### src/common/md_defines.svh
`ifndef MD_DEFINES_SVH
`define MD_DEFINES_SVH

// Operand and HI/LO word width
`define MD_DATA_W 32

// Width of the operation code
`define MD_FUNCT_W 6

// Iterations per multiply or divide
`define MD_ITER_N 32

// MIPS SPECIAL funct encodings
`define MD_FUNCT_MTHI  6'b010001
`define MD_FUNCT_MTLO  6'b010011
`define MD_FUNCT_MULT  6'b011000
`define MD_FUNCT_MULTU 6'b011001
`define MD_FUNCT_DIV   6'b011010
`define MD_FUNCT_DIVU  6'b011011

`endif

### src/common/md_pkg.sv
`include "md_defines.svh"

package md_pkg;

  // Kept operations, encoded by their funct field
  typedef enum logic [`MD_FUNCT_W-1:0] {
    OP_MTHI  = `MD_FUNCT_MTHI,
    OP_MTLO  = `MD_FUNCT_MTLO,
    OP_MULT  = `MD_FUNCT_MULT,
    OP_MULTU = `MD_FUNCT_MULTU,
    OP_DIV   = `MD_FUNCT_DIV,
    OP_DIVU  = `MD_FUNCT_DIVU
  } md_op_e;

  typedef struct packed {
    md_op_e                op;
    logic [`MD_DATA_W-1:0] operand_1;
    logic [`MD_DATA_W-1:0] operand_2;
  } md_cmd_t;

  typedef struct packed {
    logic [`MD_DATA_W-1:0] hi;
    logic [`MD_DATA_W-1:0] lo;
  } hilo_t;

  // Result of one operation, full pair as it stands afterwards
  typedef struct packed {
    md_op_e op;
    hilo_t  hilo;
  } md_rsp_t;

endpackage

### src/logic/stage_reg.sv
`timescale 1ns/1ps

module stage_reg #(
  parameter type T = logic
) (
  input  logic clk,
  input  logic arst_n_i,
  input  logic flush_i,
  // Upstream side
  input  logic in_valid_i,
  output logic in_ready_o,
  input  T     in_data_i,
  // Downstream side
  output logic out_valid_o,
  input  logic out_ready_i,
  output T     out_data_o
);

  logic full_q;
  logic in_fire;
  T     data_q;

  // Accept when empty or when the held entry leaves this cycle
  assign in_ready_o = !full_q || out_ready_i;
  assign in_fire    = in_valid_i && in_ready_o;

  assign out_valid_o = full_q;
  assign out_data_o  = data_q;

  always_ff @(posedge clk or negedge arst_n_i) begin
    if (!arst_n_i) begin
      full_q <= 1'b0;
    end else if (flush_i) begin
      full_q <= 1'b0;
    end else if (in_fire) begin
      full_q <= 1'b1;
    end else if (out_ready_i) begin
      full_q <= 1'b0;
    end
  end

  always_ff @(posedge clk) begin
    if (in_fire) begin
      data_q <= in_data_i;
    end
  end

endmodule

### src/logic/hilo_file.sv
`timescale 1ns/1ps

module hilo_file (
  input  logic          clk,
  input  logic          arst_n_i,
  input  logic          wr_pending_i,
  input  logic          wr_accept_i,
  input  md_pkg::hilo_t wr_hilo_i,
  output md_pkg::hilo_t rd_hilo_o
);

  import md_pkg::*;

  hilo_t hilo_q;

  // Architectural state, zero out of reset
  always_ff @(posedge clk or negedge arst_n_i) begin
    if (!arst_n_i) begin
      hilo_q <= '0;
    end else if (wr_pending_i && wr_accept_i) begin
      hilo_q <= wr_hilo_i;
    end
  end

  // A retiring pair is newer than the stored one
  assign rd_hilo_o = wr_pending_i ? wr_hilo_i : hilo_q;

endmodule

### src/multdiv/md_cycle_counter.sv
`timescale 1ns/1ps

`include "md_defines.svh"

module md_cycle_counter (
  input  logic clk,
  input  logic arst_n_i,
  input  logic load_i,
  input  logic run_i,
  output logic last_o
);

  localparam int CNT_W = $clog2(`MD_ITER_N);

  logic [CNT_W-1:0] cnt_q;

  always_ff @(posedge clk or negedge arst_n_i) begin
    if (!arst_n_i) begin
      cnt_q <= '0;
    end else if (load_i) begin
      cnt_q <= CNT_W'(`MD_ITER_N - 1);
    end else if (run_i && cnt_q != '0) begin
      cnt_q <= cnt_q - 1'b1;
    end
  end

  // Zero count marks the final iteration
  assign last_o = (cnt_q == '0);

endmodule

### src/multdiv/md_ctrl_fsm.sv
`timescale 1ns/1ps

module md_ctrl_fsm (
  input  logic            clk,
  input  logic            arst_n_i,
  input  logic            flush_i,
  // Command from the input buffer
  input  logic            cmd_valid_i,
  output logic            cmd_ready_o,
  input  md_pkg::md_cmd_t cmd_i,
  // Status from datapath and counter
  input  logic            div_zero_i,
  input  logic            last_i,
  // Datapath and counter control
  output logic            cnt_load_o,
  output logic            step_o,
  output logic            start_o,
  output logic            finish_o,
  // Response towards the output buffer
  output logic            rsp_valid_o,
  input  logic            rsp_ready_i,
  output md_pkg::md_op_e  op_o
);

  import md_pkg::*;

  typedef enum logic [1:0] {
    IDLE,
    ITER,
    FIX,
    DONE
  } state_e;

  state_e state_q, state_d;
  md_op_e op_q;
  logic   take;
  logic   short_op;

  assign cmd_ready_o = (state_q == IDLE);
  assign take        = cmd_valid_i && cmd_ready_o;

  // Moves to HI/LO and division by zero need no iterations
  assign short_op = (cmd_i.op == OP_MTHI) || (cmd_i.op == OP_MTLO) || div_zero_i;

  always_comb begin
    state_d = state_q;
    unique case (state_q)
      IDLE: if (take) state_d = short_op ? DONE : ITER;
      ITER: if (last_i) state_d = FIX;
      FIX:  state_d = DONE;
      DONE: if (rsp_ready_i) state_d = IDLE;
      default: state_d = IDLE;
    endcase
    // Flush drops whatever is in progress
    if (flush_i) begin
      state_d = IDLE;
    end
  end

  always_ff @(posedge clk or negedge arst_n_i) begin
    if (!arst_n_i) begin
      state_q <= IDLE;
    end else begin
      state_q <= state_d;
    end
  end

  always_ff @(posedge clk) begin
    if (take) begin
      op_q <= cmd_i.op;
    end
  end

  assign start_o     = take;
  assign cnt_load_o  = take;
  assign step_o      = (state_q == ITER);
  assign finish_o    = (state_q == FIX);
  assign rsp_valid_o = (state_q == DONE);
  assign op_o        = op_q;

endmodule

### src/multdiv/md_datapath.sv
`timescale 1ns/1ps

`include "md_defines.svh"

module md_datapath (
  input  logic            clk,
  input  logic            arst_n_i,
  input  logic            start_i,
  input  logic            step_i,
  input  logic            finish_i,
  input  md_pkg::md_cmd_t cmd_i,
  input  md_pkg::hilo_t   hilo_i,
  output logic            div_zero_o,
  output md_pkg::hilo_t   hilo_o
);

  import md_pkg::*;

  localparam int W = `MD_DATA_W;

  // Product, or remainder in the upper half and quotient in the lower
  logic [2*W-1:0] acc_q;
  logic [2*W-1:0] acc_start;
  logic [2*W-1:0] acc_step;
  logic [2*W-1:0] acc_fix;
  // Multiplicand or divisor magnitude
  logic [W-1:0]   op2_q;
  logic           is_div_q;
  logic           neg_res_q;
  logic           neg_rem_q;

  logic           is_div;
  logic           is_signed;
  logic           neg_a;
  logic           neg_b;
  logic [W-1:0]   mag_a;
  logic [W-1:0]   mag_b;
  logic [W:0]     sum;
  logic [W:0]     rem_sh;
  logic [W:0]     diff;

  assign is_div    = (cmd_i.op == OP_DIV) || (cmd_i.op == OP_DIVU);
  assign is_signed = (cmd_i.op == OP_MULT) || (cmd_i.op == OP_DIV);
  assign neg_a     = is_signed && cmd_i.operand_1[W-1];
  assign neg_b     = is_signed && cmd_i.operand_2[W-1];
  assign mag_a     = neg_a ? -cmd_i.operand_1 : cmd_i.operand_1;
  assign mag_b     = neg_b ? -cmd_i.operand_2 : cmd_i.operand_2;

  assign div_zero_o = is_div && (cmd_i.operand_2 == '0);

  always_comb begin
    unique case (cmd_i.op)
      OP_MTHI: acc_start = {cmd_i.operand_1, hilo_i.lo};
      OP_MTLO: acc_start = {hilo_i.hi, cmd_i.operand_1};
      default: acc_start = div_zero_o ? hilo_i : {{W{1'b0}}, mag_a};
    endcase
  end

  always_comb begin
    // Shift-add, multiplier bits leave at the bottom
    sum    = {1'b0, acc_q[2*W-1:W]} + {1'b0, op2_q & {W{acc_q[0]}}};
    // Restoring step on the left-shifted remainder
    rem_sh = acc_q[2*W-1:W-1];
    diff   = rem_sh - {1'b0, op2_q};
    if (is_div_q) begin
      if (diff[W]) begin
        acc_step = {rem_sh[W-1:0], acc_q[W-2:0], 1'b0};
      end else begin
        acc_step = {diff[W-1:0], acc_q[W-2:0], 1'b1};
      end
    end else begin
      acc_step = {sum, acc_q[W-1:1]};
    end
  end

  // Remainder takes the dividend's sign, a product is negated whole
  always_comb begin
    if (is_div_q) begin
      acc_fix[2*W-1:W] = neg_rem_q ? -acc_q[2*W-1:W] : acc_q[2*W-1:W];
      acc_fix[W-1:0]   = neg_res_q ? -acc_q[W-1:0] : acc_q[W-1:0];
    end else begin
      acc_fix = neg_res_q ? -acc_q : acc_q;
    end
  end

  always_ff @(posedge clk) begin
    if (start_i) begin
      acc_q <= acc_start;
      op2_q <= mag_b;
    end else if (step_i) begin
      acc_q <= acc_step;
    end else if (finish_i) begin
      acc_q <= acc_fix;
    end
  end

  always_ff @(posedge clk or negedge arst_n_i) begin
    if (!arst_n_i) begin
      is_div_q  <= 1'b0;
      neg_res_q <= 1'b0;
      neg_rem_q <= 1'b0;
    end else if (start_i) begin
      is_div_q  <= is_div;
      neg_res_q <= neg_a ^ neg_b;
      neg_rem_q <= neg_a;
    end
  end

  assign hilo_o = hilo_t'(acc_q);

endmodule

### src/logic/md_unit_top.sv
`timescale 1ns/1ps

module md_unit_top (
  input  logic            clk,
  input  logic            arst_n_i,
  input  logic            flush_i,
  // Command channel
  input  logic            cmd_valid_i,
  output logic            cmd_ready_o,
  input  md_pkg::md_cmd_t cmd_i,
  // Response channel
  output logic            rsp_valid_o,
  input  logic            rsp_ready_i,
  output md_pkg::md_rsp_t rsp_o
);

  import md_pkg::*;

  logic    q_valid;
  logic    fsm_cmd_ready;
  md_cmd_t q_cmd;

  logic    div_zero;
  logic    cnt_last;
  logic    cnt_load;
  logic    dp_step;
  logic    dp_start;
  logic    dp_finish;

  logic    fsm_rsp_valid;
  logic    rbuf_in_ready;
  md_op_e  fsm_op;
  hilo_t   dp_hilo;
  hilo_t   rd_hilo;
  md_rsp_t fsm_rsp;

  assign fsm_rsp = '{op: fsm_op, hilo: dp_hilo};

  stage_reg #(.T(md_cmd_t)) u_cmd_buf (
    .clk         (clk),
    .arst_n_i    (arst_n_i),
    .flush_i     (flush_i),
    .in_valid_i  (cmd_valid_i),
    .in_ready_o  (cmd_ready_o),
    .in_data_i   (cmd_i),
    .out_valid_o (q_valid),
    .out_ready_i (fsm_cmd_ready),
    .out_data_o  (q_cmd)
  );

  md_ctrl_fsm u_ctrl (
    .clk         (clk),
    .arst_n_i    (arst_n_i),
    .flush_i     (flush_i),
    .cmd_valid_i (q_valid),
    .cmd_ready_o (fsm_cmd_ready),
    .cmd_i       (q_cmd),
    .div_zero_i  (div_zero),
    .last_i      (cnt_last),
    .cnt_load_o  (cnt_load),
    .step_o      (dp_step),
    .start_o     (dp_start),
    .finish_o    (dp_finish),
    .rsp_valid_o (fsm_rsp_valid),
    .rsp_ready_i (rbuf_in_ready),
    .op_o        (fsm_op)
  );

  md_cycle_counter u_cnt (
    .clk      (clk),
    .arst_n_i (arst_n_i),
    .load_i   (cnt_load),
    .run_i    (dp_step),
    .last_o   (cnt_last)
  );

  md_datapath u_dp (
    .clk        (clk),
    .arst_n_i   (arst_n_i),
    .start_i    (dp_start),
    .step_i     (dp_step),
    .finish_i   (dp_finish),
    .cmd_i      (q_cmd),
    .hilo_i     (rd_hilo),
    .div_zero_o (div_zero),
    .hilo_o     (dp_hilo)
  );

  // Finished results are never flushed
  stage_reg #(.T(md_rsp_t)) u_rsp_buf (
    .clk         (clk),
    .arst_n_i    (arst_n_i),
    .flush_i     (1'b0),
    .in_valid_i  (fsm_rsp_valid),
    .in_ready_o  (rbuf_in_ready),
    .in_data_i   (fsm_rsp),
    .out_valid_o (rsp_valid_o),
    .out_ready_i (rsp_ready_i),
    .out_data_o  (rsp_o)
  );

  hilo_file u_hilo (
    .clk          (clk),
    .arst_n_i     (arst_n_i),
    .wr_pending_i (rsp_valid_o),
    .wr_accept_i  (rsp_ready_i),
    .wr_hilo_i    (rsp_o.hilo),
    .rd_hilo_o    (rd_hilo)
  );

endmodule

### config.mk
export PLATFORM = sky130hd
export DESIGN_NAME = md_unit_top
export DESIGN_NICKNAME = d
export VERILOG_FILES = /design/src/common/md_pkg.sv /design/src/logic/stage_reg.sv /design/src/logic/hilo_file.sv /design/src/multdiv/md_cycle_counter.sv /design/src/multdiv/md_ctrl_fsm.sv /design/src/multdiv/md_datapath.sv /design/src/logic/md_unit_top.sv
export VERILOG_INCLUDE_DIRS = /design/src /design/src/common
export SDC_FILE = /design/constraint.sdc
export NUM_CORES = 1
export LEC_CHECK = 0
export BUFFER_PORTS_ARGS = -buffer_cell sky130_fd_sc_hd__buf_2
export CAP_MARGIN = 20
export CORE_ASPECT_RATIO = 0.9
export CORE_MARGIN = 5
export CORE_UTILIZATION = 48
export DETAILED_ROUTE_END_ITERATION = 10
export PLACE_DENSITY = 0.63
export SLEW_MARGIN = 20
export SYNTH_ARGS = -nofsm -noshare
export SYNTH_HDL_FRONTEND = slang
export SYNTH_HIERARCHICAL = 1
export SYNTH_SLANG_ARGS = --single-unit
### constraint.sdc
create_clock -name clk -period 8.3 [get_ports clk]
set_input_delay 0.83 -clock clk [delete_from_list [all_inputs] [get_ports clk]]
set_output_delay 0.83 -clock clk [all_outputs]
set_load 0.01 [all_outputs]
# Word level (Yosys, flattened, before mapping)
# Cells that the tools add are included.
[word_totals]
reg_bits = 318
wordCells = 97
input_bits = 75
output_inout_bits = 72
[op_classes]
n_bitwise = 2
n_reduce_logical = 29
n_mux = 27
add_sub_neg = 8
eq_ne = 12
[op_table]
columns = ["op", "n"]
rows = [
  ["64-bit two-way mux", 9],
  ["32-bit two-way mux", 4],
  ["32-bit negator", 4],
  ["64-bit one-hot mux with 2 select lines", 1],
  ["64-bit negator", 1],
  ["32-bit by 32-bit adder with 33-bit output", 1],
  ["33-bit by 32-bit subtractor with 33-bit output", 1],
  ["32-bit AND", 1],
  ["32-bit zero test", 1],
  ["6-bit by 5-bit equality test with 1-bit output (second input constant)", 5],
  ["2-bit two-way mux", 5],
  ["5-bit two-way mux", 2],
  ["3-bit inequality test (second input constant)", 3],
  ["3-bit nonzero test", 3],
  ["1-bit logical AND", 8],
  ["2-bit one-hot mux with 4 select lines", 1],
  ["1-bit logical OR", 6],
  ["3-bit AND reduction", 2],
  ["5-bit zero test", 1],
  ["1-bit two-way mux", 5],
  ["5-bit nonzero test", 1],
  ["5-bit by 1-bit subtractor with 5-bit output (second input constant)", 1],
  ["2-bit equality test (second input constant)", 2],
  ["4-bit inequality test (second input constant)", 1],
  ["7 further kinds", 9],
]

# Longest topological paths before layout
[logic_depth]
ltp_word = 8
mapped_depth = 14
depth_no_buf = 12

# Hierarchy
# The synthesis kept the hierarchy.
[modules_own_cells]
columns = ["mod", "seq_area_each_um2", "area_each_um2", "cells_per_inst", "instances"]
rows = [
  ["md_datapath", 2957.8, 11917.7, 1479, 1],
  ["stage_reg", 2127.0, 2162.1, 75, 2],
  ["hilo_file", 1601.5, 3196.8, 206, 1],
  ["md_ctrl_fsm", 230.2, 415.4, 31, 1],
  ["md_cycle_counter", 125.1, 270.3, 24, 1],
  ["md_unit_top", 0.0, 3.8, 1, 1],
]

# Least setup slack after synthesis
# OpenSTA, ideal clock, no wires.
[synth_timing]
kind = "register to register"
startpoint = "register u_dp.acc_q[33], in the netlist u_dp/hilo_o[33]"
endpoint = "register u_dp.acc_q[36], in the netlist u_dp/hilo_o[36] (data pin)"
slack_ns = 4.868
required_time_ns = 8.031
stages_incl_launch_ff = 13
t_arrival_ns = 3.164
setup_time_ns = 0.269
period_less_slack_ns = 3.432
n_path_buf = 2
cell_sequence = "edfxtp_1 -> ha_1 -> nor2b_1 -> o31ai_1 -> a21oi_1 -> a2111o_1 -> a211o_1 -> and3_1 -> buf_2 -> nor2_8 -> buf_4 -> mux2i_1 -> a21oi_1"
[synth_between]
elab_chain_cells = 6
elab_cells_between_ends = 12
cone_classes = "4 x add/sub; 8 x mux"
[synth_rtl]
columns = ["item", "line_no", "source"]
rows = [
  ["start: declaration", "md_datapath.sv:22", "logic [2*W-1:0] acc_q;"],
  ["start signal: assignment", "md_datapath.sv:88", "acc_q <= acc_start;"],
  ["start signal: assignment", "md_datapath.sv:91", "acc_q <= acc_step;"],
  ["start signal: assignment", "md_datapath.sv:93", "acc_q <= acc_fix;"],
  ["64-bit negator or 32-bit negator (tied branches)", "md_datapath.sv:82, md_datapath.sv:79", ""],
  ["64-bit two-way mux or 32-bit two-way mux (tied branches)", "md_datapath.sv:82, md_datapath.sv:79", ""],
  ["64-bit two-way mux", "md_datapath.sv:78", "if (is_div_q) begin"],
  ["64-bit two-way mux", "md_datapath.sv:92", "end else if (finish_i) begin"],
  ["64-bit two-way mux *", "md_datapath.sv:90", "end else if (step_i) begin"],
  ["64-bit two-way mux *", "md_datapath.sv:87", "if (start_i) begin"],
]
# Mark *: on every way between the ends. The rest lies on a longest branch, timed or not. The select of a mux whose other input is x is not followed.
# A chain may end at the register's enable or synchronous reset.

# Worst setup path after layout
[layout_timing]
startpoint = "register u_cmd_buf.data_q (netlist bit u_cmd_buf/out_data_o[0])"
endpoint = "register u_dp.acc_q[1], in the netlist u_dp/hilo_o[1] (data pin)"
[layout_between]
elab_chain_cells = 5
[layout_rtl]
columns = ["item", "line_no", "source"]
rows = [
  ["start: declaration", "stage_reg.sv:21", "T data_q;"],
  ["start signal: assignment", "stage_reg.sv:44", "data_q <= in_data_i;"],
  ["32-bit zero test", "md_datapath.sv:49", "assign div_zero_o = is_div && (cmd_i.operand_2 == '0);"],
  ["1-bit logical AND", "md_datapath.sv:49", ""],
  ["net div_zero", "md_unit_top.sv:23", "logic div_zero;"],
  ["64-bit two-way mux", "md_datapath.sv:55", "default: acc_start = div_zero_o ? hilo_i : {{W{1'b0}}, mag_a};"],
  ["64-bit one-hot mux with 2 select lines", "md_datapath.sv:52", "unique case (cmd_i.op)"],
  ["64-bit two-way mux", "md_datapath.sv:87", ""],
]
# The timed path passes the listed nets, and every way through them passes these cells.

==> metrics.cfg <==
[synthesis]
synth-seq-area-share_pct = 45.6
syn_inst = 1891
synth-edff-count = 242
ys_seq_elements = 318
synthFlopType = edfxtp_1
ys_warn_count = 6
syn_nets = 2042
synthArstFlopShare_pct = 23.9
synth_area_um2 = 20100
avgSynthCellArea_um2 = 10.6
synth_cell_types = 92

[cts]
clk_pin_slew_ns = 0.07
cts_setup_buffers = 0
clockBufferDepth = 3
clk_latency_ns = 0.57
cts_tree = done
clkSinkCount = 318
cts_inserted_buffers = 35
htree_num_levels = 2
cts_hold_buffers = 0
cts-resized-gates = 0
ctsRootBufferMaster = clkbuf_16

[power_and_ir_drop]
p_comb_share_pct = 47.2
swShare_pct = 42.3
seq_power_share_pct = 34.9
internal-power_uw = 4890
p_switching_uw = 3590
p_clk_share_pct = 17.9
p_leak_uw = 0.00859
power_density_nw_per_um2 = 379
ir_drop_uv = 204

[sta]
setup_violations = 0
finalHoldViolations = 0
finalClockSkew_ns = 0.0306
relSlewSlack_pct = 22.7
rsz0062_at_grt = no
setup_tns_ns = 0
slew_violations = 0
fin_crit_sh_pct = 54.8
worst_pin_slew_ns = 1.16
max_freq_mhz = 220
period_minus_slack_ns = 4.55

[finish]
drive_above_1_share_pct = 20.0
mostFrequentLayoutCell = edfxtp_1
seq_area_um2 = 9170
multi_input_area_um2 = 10300
layout.nets = 2159
n_fill_cell = 3722
diodes = 0
layout_common_cells = edfxtp_1 (242), nor2_1 (148), buf_2 (145)
syn2layout_area_growth_pct = 11.2
fin_area_um2 = 22400

[worst_setup_path]
slowest_stage = nor4_4
cp.arrival_ns = 4.84
r2r_cells = 10
worstSetupEndpointType = flop
path_cells = inv_1 > ha_1 > or3b_2 > nor4_1 > nand4_1 > nor4_4 > nand2b_1 > nor2_1 > a221oi_1 > o21ai_0
path_class = reg -> reg
slowest_delay_ns = 0.72
start_kind = flop
cp_max_fo = 16
cp.required_ns = 8.59

[floorplanning]
die_area_um2 = 46100
rows = 71
ioPinCount = 147
initial_core_util_pct = 48.3
fp.coreArea_um2 = 41700
die_w_um = 226
die_h_um = 204

[placed_design]
io_buffers = 146
place_congestion = 0.933
placed_area_um2 = 21300
dp_hpwl_um = 43700

[grt]
track_usage_pct = 25.8
grt_pass1_wl_um = 93200
grt_pass1_vias = 15600
overflow = 0
grt_max_degree = 76
antenna_found_initial = 1

[min_path]
hold_class = in -> async

[detailed_routing]
drt_first_pass_iters = 5
wl_per_cell_um = 23.6
wirelength_um = 60800
drc = 0
drt_iter0_drc = 1725
vias = 16300
antenna_left = 0
via_per_inst = 6.32

[run]
drv_cap = 0

[outcome]
status = finished clean

state kept, by name, indices dropped and copies added, names as in the netlist:
signal                 flops
u_cmd_buf/out_data_o      70
u_rsp_buf/out_data_o      70
u_dp/hilo_o               64
u_hilo/hilo_q             64
u_dp/op2_q                32
u_ctrl/op_o                6
u_cnt/cnt_q                5
u_ctrl/state_q             2
u_cmd_buf/out_valid_o      1
u_dp/is_div_q              1
u_dp/neg_rem_q             1
u_dp/neg_res_q             1
u_rsp_buf/out_valid_o      1
kinds of logic after synthesis:
| logic type | synth area share [%] |
|---|---|
| compound gates | 17.9 |
| simple gates | 13.1 |
| flops | 45.6 |
| mux | 9.65 |
| buf+inv | 3.30 |
| xor+xnor | 5.69 |
| fa+ha+maj | 4.80 |
| other cells | 0.0186 |
critical path: cells and delay by family, from the launching register on:
family	cells	cell delay [ns]
AO/OA/AOI/OAI	2	0.40
AND/OR/NAND/NOR	6	3.20
buffers and inverters	1	0.09
flip-flops	1	0.45
adder cells (fa/ha/maj)	1	0.17
metal layers:
layer	vias up	routed length [um]	global-route usage [%]
li1	7489	-	-
met1	8044	27600	37.9
met2	691	26800	39.1
met3	80	5100	5.43
met4	2	1330	6.63
met5	-	9	0
cell usage after synthesis (all sizes together), types with 5 or more instances:
cell / instances / area [um^2]
nand3: 31 / 155
nor2: 152 / 587
a211oi: 39 / 293
mux2: 144 / 1620
xor2: 64 / 561
or2: 8 / 50.1
buf: 29 / 221
o21a: 22 / 165
or4b: 5 / 53.8
o31a: 7 / 61.3
and2: 12 / 80.1
a21oi: 128 / 656
o22ai: 7 / 43.8
edfxtp: 242 / 7270
dfrtp: 76 / 1900
xnor2: 66 / 586
a31o: 5 / 43.8
a221oi: 39 / 348
o221ai: 23 / 201
clkbuf: 58 / 218
or3: 17 / 106
a21boi: 9 / 67.6
o41ai: 9 / 97.6
o211ai: 20 / 150
inv: 59 / 221
o31ai: 30 / 225
a21o: 32 / 240
or4: 21 / 169
o2111ai: 7 / 61.3
o21ai: 98 / 490
a31oi: 10 / 62.6
nor3: 54 / 282
and3: 11 / 73.8
nand4: 11 / 68.8
mux2i: 32 / 320
a221o: 6 / 60.1
a211o: 5 / 43.8
a22o: 5 / 43.8
nor2b: 15 / 93.8
ha: 74 / 926
nand2: 124 / 475
nand2b: 12 / 90.1
nor4: 26 / 190
layout make-up:
class | instances | share of cell area (%)
clock buffer | 47 | 4.34
sequential | 318 | 41.0
tap | 547 | 3.06
inverter | 60 | 1.01
timing repair buffer | 167 | 4.00
multi-input combinational | 1426 | 46.0
clock inverter | 17 | 0.587
power by group through the flow:
stage | registers (uW) | logic, uW | clock network [uW]
detailed placement | 2980 | 3940 | 0
finish | 2960 | 4010 | 1520
global placement | 2960 | 3890 | 0
CTS | 2950 | 3960 | 1550
floorplan | 2740 | 2980 | 0
global route | 3020 | 4390 | 1610
path summary, 6_finish.rpt:
| check | start | to | slack, ns |
|---|---|---|---|
| max | u_cmd_buf/out_data_o[0] | u_dp/hilo_o[1] | 3.75 |
| min | arst_n_i | u_cnt/cnt_q[0] | 0.04 |
| max reg2reg | u_cmd_buf/out_data_o[0] | u_dp/hilo_o[1] | 3.75 |
| min reg2reg | u_ctrl/op_o[1] | u_rsp_buf/out_data_o[65] | 0.42 |
| max in group asynchronous | arst_n_i | u_dp/is_div_q | 7.28 |
| min in group clk | u_ctrl/op_o[1] | u_rsp_buf/out_data_o[65] | 0.42 |
through the flow:
stage | hold WS [ns] | util, % | worst slack, ns | std cells | power [uW]
2_1_floorplan | 0.400 | - | 4.87 | 1891 | 5720
3_3_place_gp | 0.405 | 51.1 | 3.93 | 2518 | 6850
3_5_place_dp | 0.406 | 51.1 | 3.83 | 2518 | 6910
4_1_cts | 0.0178 | 53.7 | 3.81 | 2582 | 8460
5_1_grt | 0.0348 | 53.7 | 3.40 | 2582 | 9030
6_report | 0.0438 | 53.7 | 3.75 | 2582 | 8490
(Power assumes the default switching activity.)
